<file path="src/hw/core_pkg.sv">
`default_nettype none

package core_pkg;

	localparam int XLEN = 32;
	localparam int REG_ADDR_W = 5;
	localparam logic [XLEN-1:0] RESET_PC = '0;

	// the only system encoding the core accepts
	localparam logic [XLEN-1:0] EBREAK_INST = 32'h0010_0073;

	// funct fields of the supported encodings
	localparam logic [2:0] F3_ADD_SUB = 3'b000;
	localparam logic [2:0] F3_WORD = 3'b010;
	localparam logic [2:0] F3_BEQ = 3'b000;
	localparam logic [2:0] F3_BNE = 3'b001;
	localparam logic [6:0] F7_ADD = 7'b0000000;
	localparam logic [6:0] F7_SUB = 7'b0100000;

	// major opcode, inst[6:0]
	typedef enum logic [6:0] {
		OPC_OP     = 7'b0110011,
		OPC_OP_IMM = 7'b0010011,
		OPC_LUI    = 7'b0110111,
		OPC_LOAD   = 7'b0000011,
		OPC_STORE  = 7'b0100011,
		OPC_BRANCH = 7'b1100011,
		OPC_JAL    = 7'b1101111,
		OPC_SYSTEM = 7'b1110011
	} opcode_e;

	typedef enum logic [3:0] {
		OP_ADD,
		OP_SUB,
		OP_ADDI,
		OP_LUI,
		OP_LW,
		OP_SW,
		OP_BEQ,
		OP_BNE,
		OP_JAL,
		OP_EBREAK,
		OP_INVALID
	} op_e;

	typedef struct packed {
		op_e op;
		logic [REG_ADDR_W-1:0] rd;
		logic [XLEN-1:0] rs1_val;
		logic [XLEN-1:0] rs2_val;
		logic [XLEN-1:0] imm;
		logic [XLEN-1:0] pc;
	} decode_t;

	typedef struct packed {
		op_e op;
		logic [REG_ADDR_W-1:0] rd;
		// alu value, memory address or link value
		logic [XLEN-1:0] result;
		logic [XLEN-1:0] store_data;
		logic [XLEN-1:0] next_pc;
	} exec_t;

	typedef struct packed {
		logic we;
		logic [REG_ADDR_W-1:0] waddr;
		logic [XLEN-1:0] wdata;
	} wb_t;

endpackage

`default_nettype wire

</file>
<file path="src/hw/fetch_unit.sv">
`timescale 1ns/1ps
`default_nettype none

module fetch_unit (
	input  logic                     clk,
	input  logic                     reset_i,
	input  logic [core_pkg::XLEN-1:0] imem_rdata_i,
	input  logic                     done_i,
	input  logic [core_pkg::XLEN-1:0] next_pc_i,
	input  logic                     halt_i,
	input  logic                     invalid_i,
	output logic [core_pkg::XLEN-1:0] imem_addr_o,
	output logic [core_pkg::XLEN-1:0] inst_o,
	output logic                     fetch_valid_o,
	output logic [core_pkg::XLEN-1:0] pc_o,
	output logic                     finish_o,
	output logic                     invalid_o
);
	import core_pkg::*;

	typedef enum logic [1:0] {
		FETCH,
		WAIT,
		STOP
	} state_e;

	state_e state;
	logic [XLEN-1:0] pc_q;

	assign imem_addr_o = pc_q;
	assign pc_o = pc_q;

	always_ff @(posedge clk) begin
		if (reset_i) begin
			state <= FETCH;
			pc_q <= RESET_PC;
			fetch_valid_o <= 1'b0;
			finish_o <= 1'b0;
			invalid_o <= 1'b0;
		end else begin
			fetch_valid_o <= 1'b0;
			case (state)
				FETCH: begin
					fetch_valid_o <= 1'b1;
					state <= WAIT;
				end
				WAIT: begin
					// one instruction in flight, wait for its outcome
					if (halt_i) begin
						finish_o <= 1'b1;
						state <= STOP;
					end else if (invalid_i) begin
						invalid_o <= 1'b1;
						state <= STOP;
					end else if (done_i) begin
						pc_q <= next_pc_i;
						state <= FETCH;
					end
				end
				default: state <= STOP;
			endcase
		end
	end

	// instruction word latched in the fetch cycle
	always_ff @(posedge clk) begin
		if (state == FETCH) begin
			inst_o <= imem_rdata_i;
		end
	end

endmodule

`default_nettype wire

</file>
<file path="src/hw/decoder.sv">
`timescale 1ns/1ps
`default_nettype none

module decoder (
	input  logic                           clk,
	input  logic                           reset_i,
	input  logic [core_pkg::XLEN-1:0]       inst_i,
	input  logic [core_pkg::XLEN-1:0]       pc_i,
	input  logic                           fetch_valid_i,
	input  logic [core_pkg::XLEN-1:0]       rs1_data_i,
	input  logic [core_pkg::XLEN-1:0]       rs2_data_i,
	output logic [core_pkg::REG_ADDR_W-1:0] rs1_addr_o,
	output logic [core_pkg::REG_ADDR_W-1:0] rs2_addr_o,
	output core_pkg::decode_t              dec_o,
	output logic                           dec_valid_o,
	output logic                           invalid_o
);
	import core_pkg::*;

	opcode_e opcode;
	logic [2:0] funct3;
	logic [6:0] funct7;
	op_e op;
	logic [XLEN-1:0] imm_i, imm_s, imm_b, imm_u, imm_j;
	logic [XLEN-1:0] imm;

	assign opcode = opcode_e'(inst_i[6:0]);
	assign funct3 = inst_i[14:12];
	assign funct7 = inst_i[31:25];
	assign rs1_addr_o = inst_i[19:15];
	assign rs2_addr_o = inst_i[24:20];

	assign imm_i = {{20{inst_i[31]}}, inst_i[31:20]};
	assign imm_s = {{20{inst_i[31]}}, inst_i[31:25], inst_i[11:7]};
	assign imm_b = {{19{inst_i[31]}}, inst_i[31], inst_i[7], inst_i[30:25], inst_i[11:8], 1'b0};
	assign imm_u = {inst_i[31:12], 12'b0};
	assign imm_j = {{11{inst_i[31]}}, inst_i[31], inst_i[19:12], inst_i[20], inst_i[30:21], 1'b0};

	// anything not matched below stays invalid
	always_comb begin
		op = OP_INVALID;
		case (opcode)
			OPC_OP: begin
				if (funct3 == F3_ADD_SUB && funct7 == F7_ADD)
					op = OP_ADD;
				else if (funct3 == F3_ADD_SUB && funct7 == F7_SUB)
					op = OP_SUB;
			end
			OPC_OP_IMM: if (funct3 == F3_ADD_SUB) op = OP_ADDI;
			OPC_LUI: op = OP_LUI;
			OPC_LOAD: if (funct3 == F3_WORD) op = OP_LW;
			OPC_STORE: if (funct3 == F3_WORD) op = OP_SW;
			OPC_BRANCH: begin
				if (funct3 == F3_BEQ)
					op = OP_BEQ;
				else if (funct3 == F3_BNE)
					op = OP_BNE;
			end
			OPC_JAL: op = OP_JAL;
			OPC_SYSTEM: if (inst_i == EBREAK_INST) op = OP_EBREAK;
			default: op = OP_INVALID;
		endcase
	end

	always_comb begin
		case (op)
			OP_ADDI, OP_LW: imm = imm_i;
			OP_SW: imm = imm_s;
			OP_BEQ, OP_BNE: imm = imm_b;
			OP_LUI: imm = imm_u;
			OP_JAL: imm = imm_j;
			default: imm = '0;
		endcase
	end

	always_ff @(posedge clk) begin
		if (reset_i) begin
			dec_valid_o <= 1'b0;
			invalid_o <= 1'b0;
		end else begin
			dec_valid_o <= fetch_valid_i && (op != OP_INVALID);
			invalid_o <= fetch_valid_i && (op == OP_INVALID);
		end
	end

	always_ff @(posedge clk) begin
		if (fetch_valid_i) begin
			dec_o <= '{op: op, rd: inst_i[11:7], rs1_val: rs1_data_i,
				rs2_val: rs2_data_i, imm: imm, pc: pc_i};
		end
	end

endmodule

`default_nettype wire

</file>
<file path="src/hw/register_file.sv">
`timescale 1ns/1ps
`default_nettype none

module register_file (
	input  logic                           clk,
	input  logic                           reset_i,
	input  logic [core_pkg::REG_ADDR_W-1:0] rs1_addr_i,
	input  logic [core_pkg::REG_ADDR_W-1:0] rs2_addr_i,
	input  core_pkg::wb_t                  wb_i,
	output logic [core_pkg::XLEN-1:0]       rs1_data_o,
	output logic [core_pkg::XLEN-1:0]       rs2_data_o
);
	import core_pkg::*;

	logic [XLEN-1:0] regs [2**REG_ADDR_W];

	always_ff @(posedge clk) begin
		if (reset_i) begin
			for (int i = 0; i < 2**REG_ADDR_W; i++) begin
				regs[i] <= '0;
			end
		end else if (wb_i.we && wb_i.waddr != '0) begin
			regs[wb_i.waddr] <= wb_i.wdata;
		end
	end

	// x0 reads as zero
	assign rs1_data_o = (rs1_addr_i == '0) ? '0 : regs[rs1_addr_i];
	assign rs2_data_o = (rs2_addr_i == '0) ? '0 : regs[rs2_addr_i];

endmodule

`default_nettype wire

</file>
<file path="src/hw/execute_unit.sv">
`timescale 1ns/1ps
`default_nettype none

module execute_unit (
	input  logic              clk,
	input  logic              reset_i,
	input  core_pkg::decode_t dec_i,
	input  logic              dec_valid_i,
	output core_pkg::exec_t   ex_o,
	output logic              ex_valid_o
);
	import core_pkg::*;

	logic [XLEN-1:0] pc_plus4;
	logic [XLEN-1:0] pc_target;
	logic [XLEN-1:0] result;
	logic [XLEN-1:0] next_pc;
	logic taken;

	assign pc_plus4 = dec_i.pc + XLEN'(4);
	assign pc_target = dec_i.pc + dec_i.imm;

	// result defaults to the link value for jal
	always_comb begin
		taken = 1'b0;
		result = pc_plus4;
		case (dec_i.op)
			OP_ADD: result = dec_i.rs1_val + dec_i.rs2_val;
			OP_SUB: result = dec_i.rs1_val - dec_i.rs2_val;
			// address for loads and stores
			OP_ADDI, OP_LW, OP_SW: result = dec_i.rs1_val + dec_i.imm;
			OP_LUI: result = dec_i.imm;
			OP_BEQ: taken = (dec_i.rs1_val == dec_i.rs2_val);
			OP_BNE: taken = (dec_i.rs1_val != dec_i.rs2_val);
			OP_JAL: taken = 1'b1;
			default: taken = 1'b0;
		endcase
	end

	assign next_pc = taken ? pc_target : pc_plus4;

	always_ff @(posedge clk) begin
		if (reset_i) begin
			ex_valid_o <= 1'b0;
		end else begin
			ex_valid_o <= dec_valid_i;
		end
	end

	always_ff @(posedge clk) begin
		if (dec_valid_i) begin
			ex_o <= '{op: dec_i.op, rd: dec_i.rd, result: result,
				store_data: dec_i.rs2_val, next_pc: next_pc};
		end
	end

endmodule

`default_nettype wire

</file>
<file path="src/hw/lsu_wb.sv">
`timescale 1ns/1ps
`default_nettype none

module lsu_wb (
	input  logic                     clk,
	input  logic                     reset_i,
	input  core_pkg::exec_t          ex_i,
	input  logic                     ex_valid_i,
	input  logic [core_pkg::XLEN-1:0] dmem_rdata_i,
	output logic [core_pkg::XLEN-1:0] dmem_addr_o,
	output logic [core_pkg::XLEN-1:0] dmem_wdata_o,
	output logic                     dmem_we_o,
	output core_pkg::wb_t            wb_o,
	output logic                     done_o,
	output logic [core_pkg::XLEN-1:0] next_pc_o,
	output logic                     halt_o
);
	import core_pkg::*;

	logic writes_rd;
	logic is_ebreak;

	always_comb begin
		case (ex_i.op)
			OP_ADD, OP_SUB, OP_ADDI, OP_LUI, OP_LW, OP_JAL: writes_rd = 1'b1;
			default: writes_rd = 1'b0;
		endcase
	end

	assign is_ebreak = (ex_i.op == OP_EBREAK);

	// word access only, address comes from the alu
	assign dmem_addr_o = ex_i.result;
	assign dmem_wdata_o = ex_i.store_data;
	assign dmem_we_o = ex_valid_i && (ex_i.op == OP_SW);

	// register file writes on the edge closing this cycle
	assign wb_o.we = ex_valid_i && writes_rd;
	assign wb_o.waddr = ex_i.rd;
	assign wb_o.wdata = (ex_i.op == OP_LW) ? dmem_rdata_i : ex_i.result;

	assign done_o = ex_valid_i && !is_ebreak;
	assign next_pc_o = ex_i.next_pc;

	// ebreak holds the core until reset
	always_ff @(posedge clk) begin
		if (reset_i) begin
			halt_o <= 1'b0;
		end else if (ex_valid_i && is_ebreak) begin
			halt_o <= 1'b1;
		end
	end

endmodule

`default_nettype wire

</file>
<file path="src/hw/core_top.sv">
`timescale 1ns/1ps
`default_nettype none

module core_top (
	input  logic                     clk,
	input  logic                     reset_i,
	input  logic [core_pkg::XLEN-1:0] imem_rdata_i,
	input  logic [core_pkg::XLEN-1:0] dmem_rdata_i,
	output logic [core_pkg::XLEN-1:0] imem_addr_o,
	output logic [core_pkg::XLEN-1:0] dmem_addr_o,
	output logic [core_pkg::XLEN-1:0] dmem_wdata_o,
	output logic                     dmem_we_o,
	output logic [core_pkg::XLEN-1:0] pc_o,
	output logic                     finish_o,
	output logic                     invalid_o
);
	import core_pkg::*;

	logic [XLEN-1:0] inst;
	logic fetch_valid;
	logic [REG_ADDR_W-1:0] rs1_addr, rs2_addr;
	logic [XLEN-1:0] rs1_data, rs2_data;
	decode_t dec;
	logic dec_valid;
	logic dec_invalid;
	exec_t ex;
	logic ex_valid;
	wb_t wb;
	logic done;
	logic halt;
	logic [XLEN-1:0] next_pc;

	fetch_unit u_fetch (
		.clk           (clk),
		.reset_i       (reset_i),
		.imem_rdata_i  (imem_rdata_i),
		.done_i        (done),
		.next_pc_i     (next_pc),
		.halt_i        (halt),
		.invalid_i     (dec_invalid),
		.imem_addr_o   (imem_addr_o),
		.inst_o        (inst),
		.fetch_valid_o (fetch_valid),
		.pc_o          (pc_o),
		.finish_o      (finish_o),
		.invalid_o     (invalid_o)
	);

	decoder u_decoder (
		.clk           (clk),
		.reset_i       (reset_i),
		.inst_i        (inst),
		.pc_i          (pc_o),
		.fetch_valid_i (fetch_valid),
		.rs1_data_i    (rs1_data),
		.rs2_data_i    (rs2_data),
		.rs1_addr_o    (rs1_addr),
		.rs2_addr_o    (rs2_addr),
		.dec_o         (dec),
		.dec_valid_o   (dec_valid),
		.invalid_o     (dec_invalid)
	);

	register_file u_regfile (
		.clk        (clk),
		.reset_i    (reset_i),
		.rs1_addr_i (rs1_addr),
		.rs2_addr_i (rs2_addr),
		.wb_i       (wb),
		.rs1_data_o (rs1_data),
		.rs2_data_o (rs2_data)
	);

	execute_unit u_execute (
		.clk         (clk),
		.reset_i     (reset_i),
		.dec_i       (dec),
		.dec_valid_i (dec_valid),
		.ex_o        (ex),
		.ex_valid_o  (ex_valid)
	);

	lsu_wb u_lsu_wb (
		.clk          (clk),
		.reset_i      (reset_i),
		.ex_i         (ex),
		.ex_valid_i   (ex_valid),
		.dmem_rdata_i (dmem_rdata_i),
		.dmem_addr_o  (dmem_addr_o),
		.dmem_wdata_o (dmem_wdata_o),
		.dmem_we_o    (dmem_we_o),
		.wb_o         (wb),
		.done_o       (done),
		.next_pc_o    (next_pc),
		.halt_o       (halt)
	);

endmodule

`default_nettype wire

</file>
<file path="config.mk">
export PLATFORM = sky130hd
export DESIGN_NAME = core_top
export DESIGN_NICKNAME = d
export VERILOG_FILES = /design/src/hw/core_pkg.sv /design/src/hw/fetch_unit.sv /design/src/hw/decoder.sv /design/src/hw/register_file.sv /design/src/hw/execute_unit.sv /design/src/hw/lsu_wb.sv /design/src/hw/core_top.sv
export SDC_FILE = /design/constraint.sdc
export NUM_CORES = 2
export LEC_CHECK = 0
export CAP_MARGIN = 20
export CORE_ASPECT_RATIO = 1.1
export CORE_MARGIN = 2
export CORE_UTILIZATION = 45
export CTS_BUF_LIST = sky130_fd_sc_hd__clkbuf_4 sky130_fd_sc_hd__clkbuf_8
export DETAILED_ROUTE_END_ITERATION = 7
export DONT_BUFFER_PORTS = 1
export SLEW_MARGIN = 40
export SYNTH_ARGS = -nofsm -noshare
export SYNTH_HDL_FRONTEND = slang
export SYNTH_SLANG_ARGS = --single-unit
</file>
<file path="constraint.sdc">
create_clock -name clk -period 3.7 [get_ports clk]
set_input_delay 0 -clock clk [delete_from_list [all_inputs] [get_ports clk]]
set_output_delay 0 -clock clk [all_outputs]
set_load 0.1 [all_outputs]
</file>
Word-level counts from Yosys, hierarchy flattened
Memory sizes are Yosys's and may differ from the RTL's. A register that Yosys moved wholly into a read port is not among the register bits.
Index checks and enable logic that the tools add are counted.
{"block": "word_totals", "regBits": 251, "latchBits": 0, "mem_bits_rw": 1024, "romBits": 0, "input_bits": 66, "output_inout_bits": 131, "wordCells": 121, "mem_count": 1}
{"memory": "u_regfile.regs", "words": 32, "word_bits": 32, "read_ports": 2, "rd_clocked_by_memory_dff": 2, "write_ports": 32, "line_no": "register_file.sv:15", "text": "logic [XLEN-1:0] regs [2**REG_ADDR_W];"}
{"block": "classes", "addsub": 5, "n_mul": 0, "n_div": 0, "order_cmp": 0, "n_eq_ne": 40, "shift": 0, "n_mux": 28, "bitwise": 2, "reduce_logical": 26}
{"op": "case mux 32 bit (5 select lines)", "n": 1}
{"op": "case mux 32 bit (4 select lines)", "n": 1}
{"op": "adder 32 bit", "n": 3}
{"op": "two-way mux 32 bit", "n": 3}
{"op": "== test 4 x 3 -> 1 bit (second input constant)", "n": 10}
{"op": "adder 32 x 3 -> 32 bit (second input constant)", "n": 1}
{"op": "== test 32 x 21 -> 1 bit (second input constant)", "n": 1}
{"op": "== test 32 bit", "n": 1}
{"op": "inequality test 32 bit", "n": 1}
{"op": "case mux 4 bit (8 select lines)", "n": 1}
{"op": "OR reduction 32 bit", "n": 1}
{"op": "subtractor 32 bit", "n": 1}
{"op": "== test 7 x 6 -> 1 bit (second input constant)", "n": 4}
{"op": "two-way mux 4 bit", "n": 7}
{"op": "== test 4 x 2 -> 1 bit (second input constant)", "n": 6}
{"op": "== test 7 bit (second input constant)", "n": 3}
{"op": "== test 4 bit (second input constant)", "n": 5}
{"op": "logical NOT 5 bit", "n": 2}
{"op": "logical AND 1 bit", "n": 9}
{"op": "== test 4 x 1 -> 1 bit (second input constant)", "n": 2}
{"op": "logical NOT 4 bit", "n": 2}
{"op": "two-way mux 1 bit", "n": 8}
{"op": "two-way mux 2 bit", "n": 4}
{"op": "== test 7 x 2 -> 1 bit (second input constant)", "n": 1}
{"op": "other kinds (21)", "n": 23}

Logic depth before layout (Yosys ltp)
{"block": "depth", "depth_word": 10, "mapped_depth": 18, "depth_no_buf": 15}

By module
A second synthesis with hierarchy kept.
{"block": "unflattened", "hier_cells": 5338, "hier_area_um2": 73651.9}
{"module": "register_file", "n_inst": 1, "cells_per_inst": 3502, "area_per_inst_um2": 54252.0, "seq_area_each_um2": 30749.5}
{"module": "execute_unit", "n_inst": 1, "cells_per_inst": 1174, "area_per_inst_um2": 10177.3, "seq_area_each_um2": 3173.0}
{"module": "decoder", "n_inst": 1, "cells_per_inst": 291, "area_per_inst_um2": 5116.2, "seq_area_each_um2": 4154.0}
{"module": "fetch_unit", "n_inst": 1, "cells_per_inst": 223, "area_per_inst_um2": 2841.5, "seq_area_each_um2": 1701.6}
{"module": "lsu_wb", "n_inst": 1, "cells_per_inst": 148, "area_per_inst_um2": 1265.0, "seq_area_each_um2": 20.0}

Worst setup path after synthesis
Ideal clock, no wire load.
{"block": "synth_path", "path_type": "register to register", "from": "register u_decoder.dec_o[135] (netlist name)", "to": "register u_execute.ex_o[91] (netlist name) (data pin)", "t_arrival_ns": 3.775, "slack_ns": -0.335, "stages_incl_launch_ff": 18, "period_less_slack_ns": 4.035, "path_cell_list": "edfxtp_1 -> clkbuf_1 -> nor2_1 -> mux2i_1 -> nor2_1 -> clkbuf_1 -> nand2_1 -> o21ai_0 -> ha_1 -> a21o_1 -> a21o_1 -> a21o_1 -> or4_1 -> a31oi_1 -> o31ai_1 -> a31o_2 -> xor2_1 -> a221o_1"}
{"block": "synth_via", "elab_chain_len": 3, "elab_cells_between_ends": 8, "classes_between": "eq/ne: 5; mux: 1; reduce/logical: 2"}
{"item": "from (decl)", "line_no": "decoder.sv:14", "text": "output core_pkg::decode_t dec_o,"}
{"item": "from (signal assigned)", "line_no": "decoder.sv:88", "text": "dec_o <= '{op: op, rd: inst_i[11:7], rs1_val: rs1_data_i,"}
{"item": "== test 4 x 2 -> 1 bit or == test 4 x 3 -> 1 bit (tied branches)", "line_no": "execute_unit.sv:27", "text": "case (dec_i.op)"}
{"item": "OR reduction 3 bit", "line_no": "execute_unit.sv:27"}
{"item": "case mux 32 bit (4 select lines) (*)", "line_no": "execute_unit.sv:27"}
{"item": "via u_execute.result[27]", "line_no": "execute_unit.sv:16", "text": "logic [XLEN-1:0] result;"}
{"item": "to (signal assigned)", "line_no": "execute_unit.sv:52", "text": "ex_o <= '{op: dec_i.op, rd: dec_i.rd, result: result,"}
{"item": "to (decl)", "line_no": "execute_unit.sv:9", "text": "output core_pkg::exec_t ex_o,"}
Mark *: on every way through the listed nets, which the timed path passes. The rest lies on a longest branch.
A chain may end at the register's enable or synchronous reset.

Final worst setup path
Ends and elaborated chain as after synthesis.

==> flow_summary.toml <==
[timing]
finalSetupTns_ps = -457
tightest_slew_ps = 966
grt_setup_unrepaired = "true"
setup_viol = 8
post-route-period-util_pct = 104
clock.fmax_ghz = 0.260
hold_viol_final = 0
drv_slew = 0
finClkSkew_ps = 52.2
min_period_ps = 3850
slew-limit-headroom_pct = 35.6
layout_setup_ws_ps = -153
hold_ws_ps = 83.1

[floorplanning]
dieHeight_um = 417
die-area_um2 = 158000
die_w_um = 379
pin_count = 197
start_util_pct = 45.3
core_um2 = 154000
rows = 151

[placed_design]
gp_congestion = 0.936
port-buffer-count = 0
numPlacedInstances = 6914
post-place-ws_ps = -411
postPlaceCellArea_um2 = 74400
dpl.hpwl_um = 150000

[logic_synthesis]
yosysSeqAreaShare_pct = 57.1
ys.flop_type = "edfxtp_1"
syn-mean-instance-area_um2 = 14.0
yosysUniqueCellTypes = 80
synth_top_cell_area_share_pct = 56.0
ys.warnings.count = 0
synth_edf_count = 1298
synth_top_cell_by_area = "edfxtp_1"
syn_area_um2 = 69700
synth_fa_ha_area_share_pct = 1.81
synth_compound_area_share_pct = 4.69
synthTopCellsByArea = "edfxtp_1, mux4_2, nor2_1"
netlist_instances = 4977
synth_top_family_by_area = "multiplexers"
synthArstFlopShare_pct = 0
muxShareOfSynthArea_pct = 21.9
ys_ff_latch = 1339
synth-simple-area-share_pct = 9.37
synth-xor-area-share_pct = 1.26

[routing]
viasPerCell = 6.28
drtIter0Drc = 6083
postRouteAntennaNets = 0
drc = 0
first_pass_iters = 6
drt_wl_total_um = 236000
vias = 46907
routedWlPerCell_um = 31.7

[clocking]
cts_tree = "done"
cts_buffers = 213
cts-htree-levels = 4
cts.clk_slew.worst_paths_ps = 60
clock_sink_count = 1339
insertion_delay_ps = 980
root_buffer = "clkbuf_8"
clock_path_buffers = 3

[global_route]
grt_antenna_before_repair = 9
grt_pass1_wl_um = 332000
grt-ovfl-total = 0
grtUsageTotal_pct = 29.7
grt_start_max_net_pins = 121
grt_pass1_vias = 46774

[pwr]
vdd_ir_drop_max_mv = 0.394
powerDensity_nw_per_um2 = 451
total_power_mw = 36.2
p_leak_nw = 28.8

[layout]
nNetsFinal = 5380
layout-drive-gt1-share_pct = 29.2
fin_cells = 7464
area_delta_synth_final_pct = 15.4
final_area_um2 = 80400
finish.utilization_pct = 52.3

[critical_path]
arrival_ps = 4580
critPathRequiredTime_ps = 4430
worst-path-max-fanout = 5
critPathKind = "flop to flop"
cp-start-kind = "flop"
worstSetupEndpointType = "flop"

[worst_hold_path]
hold_class = "input port to flop"

[run]
drv_cap = 0

[outcome]
violations = "negative setup slack"
outcome = "finished with violations"
## sequential cells by signal, summed over array words and instances, names as in the netlist
name,count
u_decoder.dec_o,137
u_decoder.dec_valid_o,1
u_decoder.invalid_o,1
u_execute.ex_o,105
u_execute.ex_valid_o,1
u_fetch.fetch_valid_o,1
u_fetch.finish_o,1
u_fetch.imem_addr_o,32
u_fetch.inst_o,32
u_fetch.invalid_o,1
u_fetch.state,2
u_lsu_wb.halt_o,1
u_regfile.regs,1024
## cells in the final DEF, fill, tap and decap left out, types with 11 or more instances in the layout
cell,instances
mux2i_1,49
clkinv_2,28
nand2_2,33
buf_6,12
a21o_1,65
mux4_2,636
a211oi_1,16
ha_1,94
buf_12,40
nand2b_1,14
edfxtp_1,1298
a21oi_1,135
o21bai_1,16
buf_16,24
nor2_1,1108
nand2b_2,32
nand4_1,16
clkinv_1,62
nor3_1,21
and3_1,20
dlygate4sd3_1,114
o21ai_1,11
clkbuf_8,215
and2_1,15
xor2_1,54
nand3_1,34
clkbuf_4,72
nand2_1,220
xnor2_1,46
mux2i_4,26
conb_1,32
buf_4,301
dfxtp_4,34
o21ai_0,108
inv_1,101
nor2b_1,14
## cell type report
cell class,instances,area [um2]
Fill cell,12777,73400
Sequential cell,1339,39900
Multi-Input combinational cell,3058,28200
Timing Repair Buffer,501,5170
Clock buffer,287,3500
Tap cell,2065,2580
Clock inverter,108,658
Inverter,102,383
Antenna cell,4,10.0
## worst paths after layout
path | startpoint | end | slack (ps) | depth (start not counted)
worst max-delay path | u_decoder.dec_o[135]$_DFFE_PP_ | u_execute.ex_o[91]$_DFFE_PP_ | -150 | 17
worst min-delay path | dmem_rdata_i[1] | u_regfile.regs[16][1]$_SDFFCE_PN0P_ | 80 | 4
worst max register to register | u_decoder.dec_o[135]$_DFFE_PP_ | u_execute.ex_o[91]$_DFFE_PP_ | -150 | 17
worst min register to register | u_decoder.dec_o[129]$_DFFE_PP_ | u_execute.ex_o[97]$_DFFE_PP_ | 430 | 0
## Yosys cell counts (all sizes together) (65+ instances only)
cell / number
a21o: 65
a21oi: 147
buf: 171
clkbuf: 338
edfxtp: 1298
ha: 96
inv: 102
mux2i: 82
mux4: 636
nand2: 254
nor2: 1114
o21ai: 126
## timing repair
| item | in CTS | in global routing |
|---|---|---|
| pin swaps | 14 | 26 |
| hold endpoints to repair | 2089 | 0 |
| resized for setup | 32 | 47 |
| endpoints found under the setup margin | 16 | 52 |
| gates cloned | 1 | 5 |
| setup buffers | 23 | 7 |
| hold buffers | 115 | 0 |
## power breakdown
group	switching [mW]	total, mW	internal (mW)
Clock	6.16	12.7	6.51
Sequential	0.496	17.7	17.2
Combinational	3.21	5.85	2.64
## per-layer routing
metal / global-route usage [%] / vias up / wire, um / part of all wire (%)
met3: 7.29 / 521 / 24300 / 10
li1: - / 19343 / - / -
met4: 11.7 / 8 / 9810 / 4.2
met1: 37.8 / 24350 / 86300 / 37
met5: 0 / - / 50 / 0.021
met2: 48.9 / 2685 / 116000 / 49
## critical path, stage by stage, from the launching register on
cell and delay (ps):
edfxtp_1 440, nor2_2 150, mux2i_2 100, nor2_4 110, buf_12 150, buf_8 120, nand2_2 50, o21ai_1 80
ha_1 260, a21o_1 170, a21o_1 170, a21o_1 190, or4_4 500, a31oi_4 260, o31ai_4 130, a31o_2 240
xor2_1 140, a221o_1 300
## logic make-up (layout without fill, tap and decap cells)
group / after synthesis / count (layout)
AND/OR/NAND/NOR: 1589 / 1589
flip-flops: 1339 / 1339
multiplexers: 728 / 728
buffers and inverters: 611 / 998
AO/OA/AOI/OAI: 510 / 510
XOR/XNOR: 100 / 100
adder cells (fa/ha/maj): 99 / 99
other: 1 / 36
Power figures use the tool's default switching activity.
